[config.mk]
export PLATFORM = sky130hd
export DESIGN_NAME = ahb_addr_phase
export DESIGN_NICKNAME = d
export VERILOG_FILES = /design/src/hdl/ahb_cache_pkg.sv /design/src/hdl/ahb_addr_phase.sv
export VERILOG_INCLUDE_DIRS = /design/src /design/src/include
export SDC_FILE = /design/constraint.sdc
export NUM_CORES = 1
export LEC_CHECK = 0
export BUFFER_PORTS_ARGS = -buffer_cell sky130_fd_sc_hd__buf_2
export CELL_PAD_IN_SITES_DETAIL_PLACEMENT = 2
export CELL_PAD_IN_SITES_GLOBAL_PLACEMENT = 2
export CORE_UTILIZATION = 19
export DETAILED_ROUTE_END_ITERATION = 7
export GPL_TIMING_DRIVEN = 0
export HOLD_SLACK_MARGIN = 0.12
export PLACE_DENSITY_LB_ADDON = 0.1
export REMOVE_ABC_BUFFERS = 1
export SYNTH_ARGS = -nofsm -noshare
export SYNTH_HDL_FRONTEND = slang
export SYNTH_SLANG_ARGS = --single-unit
export TNS_END_PERCENT = 5
[constraint.sdc]
create_clock -name upstream_intf -period 2.86 [get_ports upstream_intf]
set_input_delay 0.286 -clock upstream_intf [delete_from_list [all_inputs] [get_ports upstream_intf]]
set_output_delay 0.286 -clock upstream_intf [all_outputs]
set_load 0.1 [all_outputs]
[src/include/ahb_cache_cfg.svh]
`ifndef AHB_CACHE_CFG_SVH
`define AHB_CACHE_CFG_SVH

// Total cache capacity in bytes, 1024 gives 64 lines.
`define CACHE_BYTES 1024

// Words per line. The downstream refill is a WRAP4 burst, so this stays at 4.
`define LINE_WORDS 4

// Address width on both AHB ports.
`define ADDR_W 32

`endif
[src/hdl/ahb_cache_pkg.sv]
`default_nettype none

`include "ahb_cache_cfg.svh"

package ahb_cache_pkg;

    // Geometry derived from the cfg macros.
    localparam int LINE_BYTES = `LINE_WORDS * 4;
    localparam int LINES      = `CACHE_BYTES / LINE_BYTES;
    localparam int IDX_W      = $clog2(LINES);
    localparam int OFF_W      = $clog2(`LINE_WORDS);
    localparam int TAG_W      = `ADDR_W - IDX_W - OFF_W - 2;

    localparam logic [2:0] HSIZE_WORD = 3'b010;
    localparam logic       HRESP_OKAY = 1'b0;

    // ------------------------------
    // AHB encodings and bundles
    // ------------------------------
    typedef enum logic [1:0] {
        HTRANS_IDLE   = 2'b00,
        HTRANS_BUSY   = 2'b01,
        HTRANS_NONSEQ = 2'b10,
        HTRANS_SEQ    = 2'b11
    } ahb_trans_e;

    typedef enum logic [2:0] {
        HBURST_SINGLE = 3'b000,
        HBURST_WRAP4  = 3'b010
    } ahb_burst_e;

    typedef struct packed {
        logic [`ADDR_W-1:0] haddr;
        ahb_trans_e         htrans;
        logic               hwrite;
        logic [2:0]         hsize;
        ahb_burst_e         hburst;
        logic [31:0]        hwdata;
    } ahb_req_t;

    typedef struct packed {
        logic [31:0] hrdata;
        logic        hready;
        logic        hresp;
    } ahb_resp_t;

    // ------------------------------
    // Cache address views
    // ------------------------------
    typedef struct packed {
        logic [TAG_W-1:0] tag;
        logic [IDX_W-1:0] index;
        logic [OFF_W-1:0] word_off;
        logic [1:0]       byte_off;
    } cache_addr_fields_t;

    typedef union packed {
        logic [`ADDR_W-1:0] raw;
        cache_addr_fields_t f;
    } cache_addr_t;

    // Upstream transfer held for its data phase.
    typedef struct packed {
        cache_addr_t addr;
        logic        write;
        logic        valid;
    } pend_t;

endpackage

`default_nettype wire

[src/hdl/ahb_addr_phase.sv]
`timescale 1ns/1ps
`default_nettype none

module ahb_addr_phase (
    input  wire                       upstream_intf,
    input  wire                       rst,
    input  wire ahb_cache_pkg::ahb_req_t up_req,
    input  wire                       accept,
    output ahb_cache_pkg::pend_t      pend
);

    logic start;

    // Only NONSEQ and SEQ carry a transfer, IDLE and BUSY leave nothing to do.
    assign start = (up_req.htrans == ahb_cache_pkg::HTRANS_NONSEQ) ||
                   (up_req.htrans == ahb_cache_pkg::HTRANS_SEQ);

    // ------------------------------
    // Address phase register
    // ------------------------------
    // accept is the local hready. When it is high the current data phase ends
    // and whatever sits on the bus becomes the next pending transfer.
    always_ff @(posedge upstream_intf) begin
        if (rst) begin
            pend.valid <= 1'b0;
        end else if (accept) begin
            pend.addr.raw <= up_req.haddr;
            pend.write    <= up_req.hwrite;
            pend.valid    <= start;  // Drops to zero when the bus goes idle.
        end
    end

    // The line store is organised in words, so narrower or unaligned
    // transfers from the master would land in the wrong place.
    a_word_size: assert property (
        @(posedge upstream_intf) disable iff (rst)
        (accept && start) |->
            (up_req.hsize == ahb_cache_pkg::HSIZE_WORD) && (up_req.haddr[1:0] == 2'b00)
    ) else $error("upstream transfer is not an aligned word");

endmodule

`default_nettype wire

==> results.json <==
{
  "finalSetupViolations": 0,
  "min_delay_path_depth": 1,
  "reg_top3": "pend: 34 flops",
  "top_register": "pend",
  "grt_pass1_wl_um": 3430,
  "drt_wl_total_um": 2320,
  "synth_common_cells": "edfxtp_1, dfxtp_1, mux2i_1, nor2_1, nor2b_1",
  "synthTopCellsByArea": "edfxtp_1, dfxtp_1, mux2i_1",
  "largest_reg_flops": 34,
  "antenna_found_initial": 0,
  "critPathLaunch": "pend[10]",
  "async_reset_ff_share_pct": 0,
  "place_ws_ns": 1.25,
  "synth_area_sq_um": 1030,
  "synth.most_common_cell": "edfxtp_1",
  "clk_path_buf_depth": 2,
  "finClkSkew_ns": 0,
  "drtAntennaViolNets": 0,
  "syn_inst": 37,
  "power.total_mw": 1.21,
  "endpoint_kind": "output pin",
  "switching_share_pct": 35.3,
  "clk_pin_slew_ns": 0.07,
  "die-area_sq_um": 5730,
  "leakage_nw": 0.650,
  "worst_slew_pin_slew_ns": 0.930,
  "pin_count": 110,
  "die_width_um": 75.7,
  "final_nets": 190,
  "insertion_delay_ns": 0.27,
  "ys_types": 5,
  "synth_seq_cells": 34,
  "min_to": "pend[2]",
  "reg2reg_slack_ns": 2.28,
  "syn_to_final_growth_pct": 51.0,
  "cts_sinks": 34,
  "grt_max_degree": 34,
  "cp_slowest_cell": "buf_2",
  "cp.required_ns": 2.57,
  "coreArea_sq_um": 5170,
  "r2r-start": "pend[0]",
  "synth.avg_cell_area_sq_um": 27.9,
  "ctsResizeCount": 0,
  "internal_power_uw": 785,
  "synth_top_area_share_pct": 96.1,
  "cts_setup_buffers": 0,
  "vias_per_cell": 3.50,
  "yosysWarningCount": 0,
  "path_class": "reg -> out",
  "seq_area_frac_synth_pct": 98.1,
  "cts_made_buffers": 5,
  "num_antenna_cells": 0,
  "num_rows": 26,
  "slew_headroom_pct": 37.9,
  "status": "completed",
  "ctsRootBufferMaster": "clkbuf_8",
  "pwr_density_cell_nw_per_um2": 779,
  "fin_crit_ns": 1.33,
  "crit_chain": "buf_2",
  "max_stage_delay_ns": 0.42,
  "min_period_over_period_pct": 46.3,
  "num_vias": 647,
  "drt-wirelength-per-cell_um": 12.5,
  "hold_path.class": "in -> reg",
  "ir_drop_uv": 254,
  "start_util_pct": 19.9,
  "crit_fanout": 1,
  "gp_congestion": 0.688,
  "hp-start": "up_req[41]",
  "ys.flop_type": "edfxtp_1",
  "grt_pass1_vias": 722,
  "slew_viol_final": 0,
  "hold_buffers": 0,
  "rsz0062_at_grt": "false",
  "layout-drive-gt1-share_pct": 66.1,
  "reg2reg_depth": 2,
  "synth_area_leader_cell": "edfxtp_1",
  "overflow": 0,
  "crit_path_start_kind": "flop",
  "p_clk_share_pct": 26.6,
  "timing.fmax_ghz": 0.755,
  "drv_cap": 0,
  "rr_endpoint": "pend[0]",
  "fill_cells": 544,
  "power.switching_uw": 428,
  "path_delay_family": "buffers and inverters",
  "seqPwrFrac_pct": 48.7,
  "h-tree-depth": 2,
  "comb_power_share_pct": 24.7,
  "path_buf_inv": 1,
  "dr.pass1.iters": 2,
  "initialDrtViolationCount": 35,
  "die_y_um": 75.7,
  "hold_violations": 0,
  "grt_usage_pct": 8.81,
  "synth_edf_count": 33,
  "timing.final.ws_setup_ns": 1.53,
  "drc_errors": 0,
  "numPortBuffers": 70,
  "cts_tree": "built",
  "cp.arrival_ns": 1.04
}
[kinds of logic (layout without fill, tap and decap cells)]
| logic type | Yosys count | count (layout) | synth area share (%) |
|---|---|---|---|
| buf+inv | 0 | 78 | 0 |
| flops | 34 | 34 | 98.1 |
| mux | 1 | 1 | 0.971 |
| simple gates | 2 | 2 | 0.971 |
[per-stage QoR]
stage,hold slack [ns],instances,TNS (ns),util [%],instance area (sq um)
detailed placement,0.464,177,0,28.5,1480
finish,0.182,185,0,30.1,1560
global route,0.161,185,0,30.1,1560
floorplan,0.358,37,0,-,1030
CTS,0.166,185,0,30.1,1560
global placement,0.463,177,-4.52,28.4,1470
[power groups by stage]
stage	sequential [mW]	combinational [mW]	clock [mW]
after global placement	0.602	0.299	0
final	0.591	0.300	0.322
after detailed placement	0.602	0.303	0
after floorplan	0.838	0.00792	0
after global routing	0.593	0.310	0.362
after CTS	0.591	0.303	0.344
[cells in the final DEF (no fill, tap or decap)]
cell / count
dfxtp_1: 1
nor2b_4: 1
clkinv_1: 3
mux2i_1: 1
buf_2: 70
nor2_1: 1
clkbuf_8: 5
edfxtp_1: 33
[cell type report]
type	instances	area [sq um]	area share, %
Clock inverter	3	11.3	0.723
Tap cell	70	87.6	5.63
Timing Repair Buffer	70	350	22.5
Multi-Input combinational cell	3	27.5	1.77
Clock buffer	5	68.8	4.42
Sequential cell	34	1010	65.0
[per-layer routing]
metal | track usage (%) | vias to the layer above | routed length, um
met1 | 8.70 | 296 | 852
met2 | 13.7 | 48 | 1080
met3 | 7.01 | 4 | 353
li1 | - | 299 | -
met5 | 0 | - | 0
met4 | 3.70 | 0 | 34
[worst max-delay path by stage]
| stage | to | slack (ns) | cells past startpoint |
|---|---|---|---|
| finish | pend[10] | 1.53 | 1 |
| global route | pend[10] | 1.49 | 1 |
| CTS | pend[10] | 1.50 | 1 |
| detailed placement | pend[10] | 1.25 | 2 |
| global placement | pend[18] | -0.14 | 2 |
| floorplan | pend[10] | 0.65 | 1 |
(Power assumes the default switching activity.)
