<file path="config.mk">
export PLATFORM = sky130hd
export DESIGN_NAME = refill_master
export DESIGN_NICKNAME = d
export VERILOG_FILES = /design/src/hdl/ahb_cache_pkg.sv /design/src/hdl/refill_master.sv
export VERILOG_INCLUDE_DIRS = /design/src /design/src/include
export SDC_FILE = /design/constraint.sdc
export NUM_CORES = 1
export LEC_CHECK = 0
export BUFFER_PORTS_ARGS = -buffer_cell sky130_fd_sc_hd__buf_2
export CAP_MARGIN = 30
export CORE_AREA = 2 2 108 110
export CTS_CLUSTER_SIZE = 20
export DETAILED_ROUTE_END_ITERATION = 6
export DIE_AREA = 0 0 110 112
export GPL_TIMING_DRIVEN = 1
export PLACE_DENSITY = 0.6
export SYNTH_ARGS = -nofsm -noshare
export SYNTH_HDL_FRONTEND = slang
export SYNTH_SLANG_ARGS = --single-unit
</file>
<file path="constraint.sdc">
create_clock -name upstream_intf -period 1.51 [get_ports upstream_intf]
set_clock_uncertainty 0.1 [all_clocks]
set_input_delay 0.151 -clock upstream_intf [delete_from_list [all_inputs] [get_ports upstream_intf]]
set_output_delay 0.151 -clock upstream_intf [all_outputs]
set_load 0.01 [all_outputs]
</file>
<file path="src/include/ahb_cache_cfg.svh">
`ifndef AHB_CACHE_CFG_SVH
`define AHB_CACHE_CFG_SVH

// Total cache capacity in bytes, 1024 gives 64 lines.
`define CACHE_BYTES 1024

// Words per line. The downstream refill is a WRAP4 burst, so this stays at 4.
`define LINE_WORDS 4

// Address width on both AHB ports.
`define ADDR_W 32

`endif
</file>
<file path="src/hdl/ahb_cache_pkg.sv">
`default_nettype none

`include "ahb_cache_cfg.svh"

package ahb_cache_pkg;

    // Geometry derived from the cfg macros.
    localparam int LINE_BYTES = `LINE_WORDS * 4;
    localparam int LINES      = `CACHE_BYTES / LINE_BYTES;
    localparam int IDX_W      = $clog2(LINES);
    localparam int OFF_W      = $clog2(`LINE_WORDS);
    localparam int TAG_W      = `ADDR_W - IDX_W - OFF_W - 2;

    localparam logic [2:0] HSIZE_WORD = 3'b010;
    localparam logic       HRESP_OKAY = 1'b0;

    // ------------------------------
    // AHB encodings and bundles
    // ------------------------------
    typedef enum logic [1:0] {
        HTRANS_IDLE   = 2'b00,
        HTRANS_BUSY   = 2'b01,
        HTRANS_NONSEQ = 2'b10,
        HTRANS_SEQ    = 2'b11
    } ahb_trans_e;

    typedef enum logic [2:0] {
        HBURST_SINGLE = 3'b000,
        HBURST_WRAP4  = 3'b010
    } ahb_burst_e;

    typedef struct packed {
        logic [`ADDR_W-1:0] haddr;
        ahb_trans_e         htrans;
        logic               hwrite;
        logic [2:0]         hsize;
        ahb_burst_e         hburst;
        logic [31:0]        hwdata;
    } ahb_req_t;

    typedef struct packed {
        logic [31:0] hrdata;
        logic        hready;
        logic        hresp;
    } ahb_resp_t;

    // ------------------------------
    // Cache address views
    // ------------------------------
    typedef struct packed {
        logic [TAG_W-1:0] tag;
        logic [IDX_W-1:0] index;
        logic [OFF_W-1:0] word_off;
        logic [1:0]       byte_off;
    } cache_addr_fields_t;

    typedef union packed {
        logic [`ADDR_W-1:0] raw;
        cache_addr_fields_t f;
    } cache_addr_t;

    // Upstream transfer held for its data phase.
    typedef struct packed {
        cache_addr_t addr;
        logic        write;
        logic        valid;
    } pend_t;

endpackage

`default_nettype wire

</file>
<file path="src/hdl/refill_master.sv">
`timescale 1ns/1ps
`default_nettype none

module refill_master (
    input  wire                          upstream_intf,
    input  wire                          rst,
    input  wire ahb_cache_pkg::pend_t    pend,
    input  wire                          hit,
    input  wire [31:0]                   up_hwdata,
    output ahb_cache_pkg::ahb_req_t      dn_req,
    input  wire ahb_cache_pkg::ahb_resp_t dn_resp,
    input  wire [31:0]                   rd_word,
    output logic                         tag_set,
    output logic                         fill_we,
    output logic [1:0]                   fill_word,
    output logic [31:0]                  fill_data,
    output ahb_cache_pkg::ahb_resp_t     up_resp,
    output logic                         accept
);

    typedef enum logic [2:0] {
        S_IDLE,
        S_BADDR,
        S_BDATA,
        S_WADDR,
        S_WDATA,
        S_DONE
    } state_e;

    state_e state_q;
    state_e state_d;
    logic [1:0] beat_q;  // Data beat of the burst, counted from the critical word.

    logic miss;
    logic wr_req;
    logic beat_done;
    logic wr_done;
    logic up_ready;
    logic [1:0] crit;
    logic [1:0] addr_word;
    ahb_cache_pkg::cache_addr_t dn_addr;

    assign crit   = pend.addr.f.word_off;
    assign miss   = pend.valid && !pend.write && !hit;
    assign wr_req = pend.valid && pend.write;

    assign beat_done = (state_q == S_BDATA) && dn_resp.hready;
    assign wr_done   = (state_q == S_WDATA) && dn_resp.hready;

    // ------------------------------
    // FSM
    // ------------------------------
    always_comb begin
        state_d = state_q;
        case (state_q)
            S_IDLE: begin
                if (wr_req) begin
                    state_d = S_WADDR;
                end else if (miss) begin
                    state_d = S_BADDR;
                end
            end
            S_BADDR: if (dn_resp.hready) state_d = S_BDATA;
            S_BDATA: if (beat_done && beat_q == 2'd3) state_d = S_DONE;
            S_WADDR: if (dn_resp.hready) state_d = S_WDATA;
            S_WDATA: if (dn_resp.hready) state_d = S_IDLE;
            S_DONE:  state_d = S_IDLE;  // Upstream gets its word in this cycle.
            default: state_d = S_IDLE;
        endcase
    end

    always_ff @(posedge upstream_intf) begin
        if (rst) begin
            state_q <= S_IDLE;
            beat_q  <= 2'd0;
        end else begin
            state_q <= state_d;
            if (beat_done) begin
                beat_q <= beat_q + 2'd1;  // Wraps back to zero after the last beat.
            end
        end
    end

    // ------------------------------
    // Downstream request
    // ------------------------------
    // The address phase of beat n+1 overlaps the data phase of beat n.
    assign addr_word = (state_q == S_BDATA) ? crit + beat_q + 2'd1 : crit;

    always_comb begin
        dn_addr            = pend.addr;
        dn_addr.f.word_off = addr_word;
        dn_addr.f.byte_off = 2'b00;

        dn_req.haddr  = dn_addr.raw;
        dn_req.htrans = ahb_cache_pkg::HTRANS_IDLE;
        if (state_q == S_BADDR || state_q == S_WADDR) begin
            dn_req.htrans = ahb_cache_pkg::HTRANS_NONSEQ;
        end else if (state_q == S_BDATA && beat_q != 2'd3) begin
            dn_req.htrans = ahb_cache_pkg::HTRANS_SEQ;
        end
        dn_req.hwrite = (state_q == S_WADDR);
        dn_req.hsize  = ahb_cache_pkg::HSIZE_WORD;
        dn_req.hburst = (state_q == S_BADDR || state_q == S_BDATA) ?
                        ahb_cache_pkg::HBURST_WRAP4 : ahb_cache_pkg::HBURST_SINGLE;
        dn_req.hwdata = (state_q == S_WDATA) ? up_hwdata : 32'h0;
    end

    // ------------------------------
    // Line fill and upstream response
    // ------------------------------
    assign fill_we   = beat_done || (wr_done && hit);  // Write hits keep the line coherent.
    assign fill_word = beat_done ? crit + beat_q : crit;
    assign fill_data = beat_done ? dn_resp.hrdata : up_hwdata;
    assign tag_set   = beat_done && (beat_q == 2'd3);

    assign up_ready = (state_q == S_IDLE && !miss && !wr_req) ||
                      (state_q == S_DONE) || wr_done;

    assign up_resp.hrdata = rd_word;
    assign up_resp.hready = up_ready;
    assign up_resp.hresp  = ahb_cache_pkg::HRESP_OKAY;
    assign accept         = up_ready;

    a_seq_is_wrap4: assert property (
        @(posedge upstream_intf) disable iff (rst)
        (dn_req.htrans == ahb_cache_pkg::HTRANS_SEQ) |->
            (dn_req.hburst == ahb_cache_pkg::HBURST_WRAP4)
    ) else $error("SEQ beat outside a WRAP4 burst");

    // A stalled address phase has to be held until the slave takes it.
    a_addr_hold: assert property (
        @(posedge upstream_intf) disable iff (rst)
        (dn_req.htrans != ahb_cache_pkg::HTRANS_IDLE && !dn_resp.hready) |=>
            $stable(dn_req.haddr)
    ) else $error("downstream address changed during a wait state");

endmodule

`default_nettype wire

</file>
==> parameters.txt <==
Parameter                              Value

STA
  Hold violation count in the final report    0
  Setup violators final    81
  Worst path setup slack after routing    -0.492 ns
  Post-Route Hold Slack    0.0871 ns
  Post-route fraction of the period consumed by the critical path    133%
  Unrepaired setup endpoints after global routing    true
  Fin. max-slew vios    0
  Fmax    500 MHz
  Final period demand of the worst path    2.00 ns

Layout
  Post-layout nets    458
  Most common cell after layout, fill and taps aside    sky130_fd_sc_hd__buf_2
  Commonest cells after routing, fill and taps aside    sky130_fd_sc_hd__buf_2, sky130_fd_sc_hd__buf_6, sky130_fd_sc_hd__mux2_4
  Fill cells    1,162
  Growth of design area from synthesis to finish    104%
  Number of antenna repair diodes    0
  Storage element area    106 um^2
  Multi-input gate area in the final layout    0.00124 mm^2
  Share of post-route cells with drive strength above 1    85.6%

Global routing
  Overflow left after global routing    0
  GRT Overall Usage    11.3%
  Initial antenna violation count    0
  Vias in the first global route    1,793
  First-pass GRT wire length    10.1 mm
  Largest net degree at the start of global routing    13

Routing
  Routed wire length per instance    17.0 um
  Number of iterations in the first detailed-routing pass    4
  Vias per std cell    3.98
  DRC violation count after routing    0
  DR iter-0 viols    36
  Number of vias after detailed routing    1,843
  Detailed-route wire length    7.86 mm
  Antenna-violating nets left    0

Pwr
  Net switching component of the power    895 uW
  Largest voltage drop on the vdd net    0.000305 V
  Part of the power in registers    7.8%
  Gate power share    74.9%
  Power density over cell area    776 mW/mm^2
  Total power    2.54 mW
  Cell leakage power    1.61 nW
  Internal Pwr Total    1.65 mW
  Switching Fraction    35.2%
  Clock share of power    17.2%

Die
  Initial cell density of the core    14.4%
  Cell row count    39
  Core outline area    0.0112 mm^2
  Width of the chip    110 um
  Total Die Area    0.0123 mm^2
  Top-level port count    279
  Vertical die dimension    112 um

Clocking
  Clock tree from TritonCTS    built
  Clock sink count    5
  Maximum buffer depth of the clock tree    2
  Root Driver    sky130_fd_sc_hd__clkbuf_16
  Clock latency reported for the late side of the worst-skew pair    0.23 ns
  H-tree lvl count    1
  Number of buffers created by CTS    3
  Worst-path clk slew    0.03 ns

Worst setup path
  Endpoint arrival time on the critical path    1.75 ns
  Launching element type of the critical path    flop
  CP Capture Type    output pin
  Required time reported for the critical path endpoint    1.26 ns
  Crit path buf inv count    4
  Register-to-Register Setup Slack    -0.26 ns
  Top cell by count, worst path    sky130_fd_sc_hd__buf_6
  Maximum fanout along the worst path    4
  Worst Setup Path Type    flop to output pin
  Critical Path, Cell by Cell    nor4bb_4, buf_6, buf_12, clkbuf_16, mux2_2, buf_6
  Family with the most delay on the worst path    buffers and inverters
  Biggest cell delay along the critical path    0.34 ns
  Master of the slowest instance on the critical path    sky130_fd_sc_hd__mux2_2

Run status
  Status    finished, violations left
  Violated checks    setup timing

Synth
  Mean Syn Cell Area    8.03 um^2
  #FFs+latches synth    5
  Synth unique cells    33
  Yosys warning count    0
  Area of the mapped netlist    0.00161 mm^2
  Share of the yosys chip area belonging to registers    6.24%
  Number of enable flip-flop cells after synthesis    0
  Syn Inst Count    200
  Ys async rst share    0%
  Most frequently used flop master after synthesis    sky130_fd_sc_hd__dfxtp_1

Min path
  Worst hold-check path type    input port to flop

Run
  Max cap viols    0

Placement
  DP HPWL    5.25 mm
  # port buffers    147
  Last weighted congestion value of the routability-driven placer    0.718
## cells in the mapped netlist, drive strengths merged, types with 2 or more instances
cell     count  area share, %
xnor2        4            2.2
nor2         7            1.6
ha           2            1.6
buf         76             35
conb         2           0.47
a21oi        3           0.94
inv          2           0.47
nand2b       3            1.2
a2111oi      2            1.6
clkbuf       4           0.94
nand2        3           0.70
or3          2           0.78
and2        34             13
xor2         2            1.1
mux2        33             23
nor2b        2           0.78
dfxtp        5            6.2
## per-stage QoR
stage | setup slack (ns) | utilization (%) | cells | cell area [um^2] | setup TNS [ns]
finish | -0.492 | 29.3 | 463 | 3280 | -27.29
global route | -0.552 | 29.3 | 463 | 3280 | -32.86
CTS | -0.460 | 27.0 | 458 | 3020 | -27.28
detailed placement | -0.248 | 19.3 | 432 | 2150 | -11.16
global placement | -0.226 | 19.3 | 432 | 2150 | -10.02
floorplan | -0.0425 | - | 206 | 1650 | -1.11
## worst reg2reg max path, cell delays in order, from the launching register on
cell,delay (ns)
sky130_fd_sc_hd__dfxtp_2,0.33
sky130_fd_sc_hd__buf_4,0.13
sky130_fd_sc_hd__buf_6,0.11
sky130_fd_sc_hd__or3b_4,0.42
sky130_fd_sc_hd__o32a_1,0.22
sky130_fd_sc_hd__a2111oi_4,0.36
## routing by layer
layer	up-vias	global-route usage, %	wire length, um
li1	825	-	-
met1	861	11.2	2570
met2	136	22.1	4380
met3	21	2.75	761
met4	0	3.80	144
met5	-	0	0
## power groups by stage
stage | clock (mW) | sequential, mW | combinational [mW]
finish | 0.438 | 0.199 | 1.90
global route | 0.460 | 0.202 | 2.03
CTS | 0.448 | 0.195 | 1.69
detailed placement | 0 | 0.188 | 1.15
global placement | 0 | 0.186 | 1.13
floorplan | 0 | 0.184 | 0.857
## repair_timing
action	in CTS	in global routing
gates resized for setup	119	52
gates cloned	5	3
setup endpoints to repair	77	80
setup buffers	18	6
hold buffers	0	0
pin swaps	25	12
## final cells by class
cell class              instances  area share (%)
repair buffers                190            50.7
multi-input cells             119            37.8
well taps                     143            5.46
flip-flops and latches          5            3.25
clock buffers                   4            2.41
inverters                       2           0.305
## flip-flops by register name, indices dropped and copies added, names as in the netlist
| register | flops |
|---|---|
| state_q | 3 |
| beat_q | 2 |
## worst paths after layout
kind | cells after the start | startpoint | end
max | 6 | state_q[2] | fill_data[6]
min | 2 | rst | state_q[2]
max reg2reg | 5 | state_q[2] | state_q[1]
min reg2reg | 2 | beat_q[1] | beat_q[1]
## kinds of logic (layout without fill, tap and decap cells)
kind of cell | count (synthesis) | in the layout | synth area share (%)
buffers and inverters | 82 | 196 | 36.3
DFF | 5 | 5 | 6.24
and+or+nand+nor | 57 | 57 | 21.6
adders and majority gates | 2 | 2 | 1.56
xor gates and xnor gates | 7 | 7 | 4.68
AOI/OAI and AO/OA | 11 | 11 | 5.38
other | 2 | 8 | 0.468
muxes | 34 | 34 | 23.8
Power figures use the tool's default switching activity.
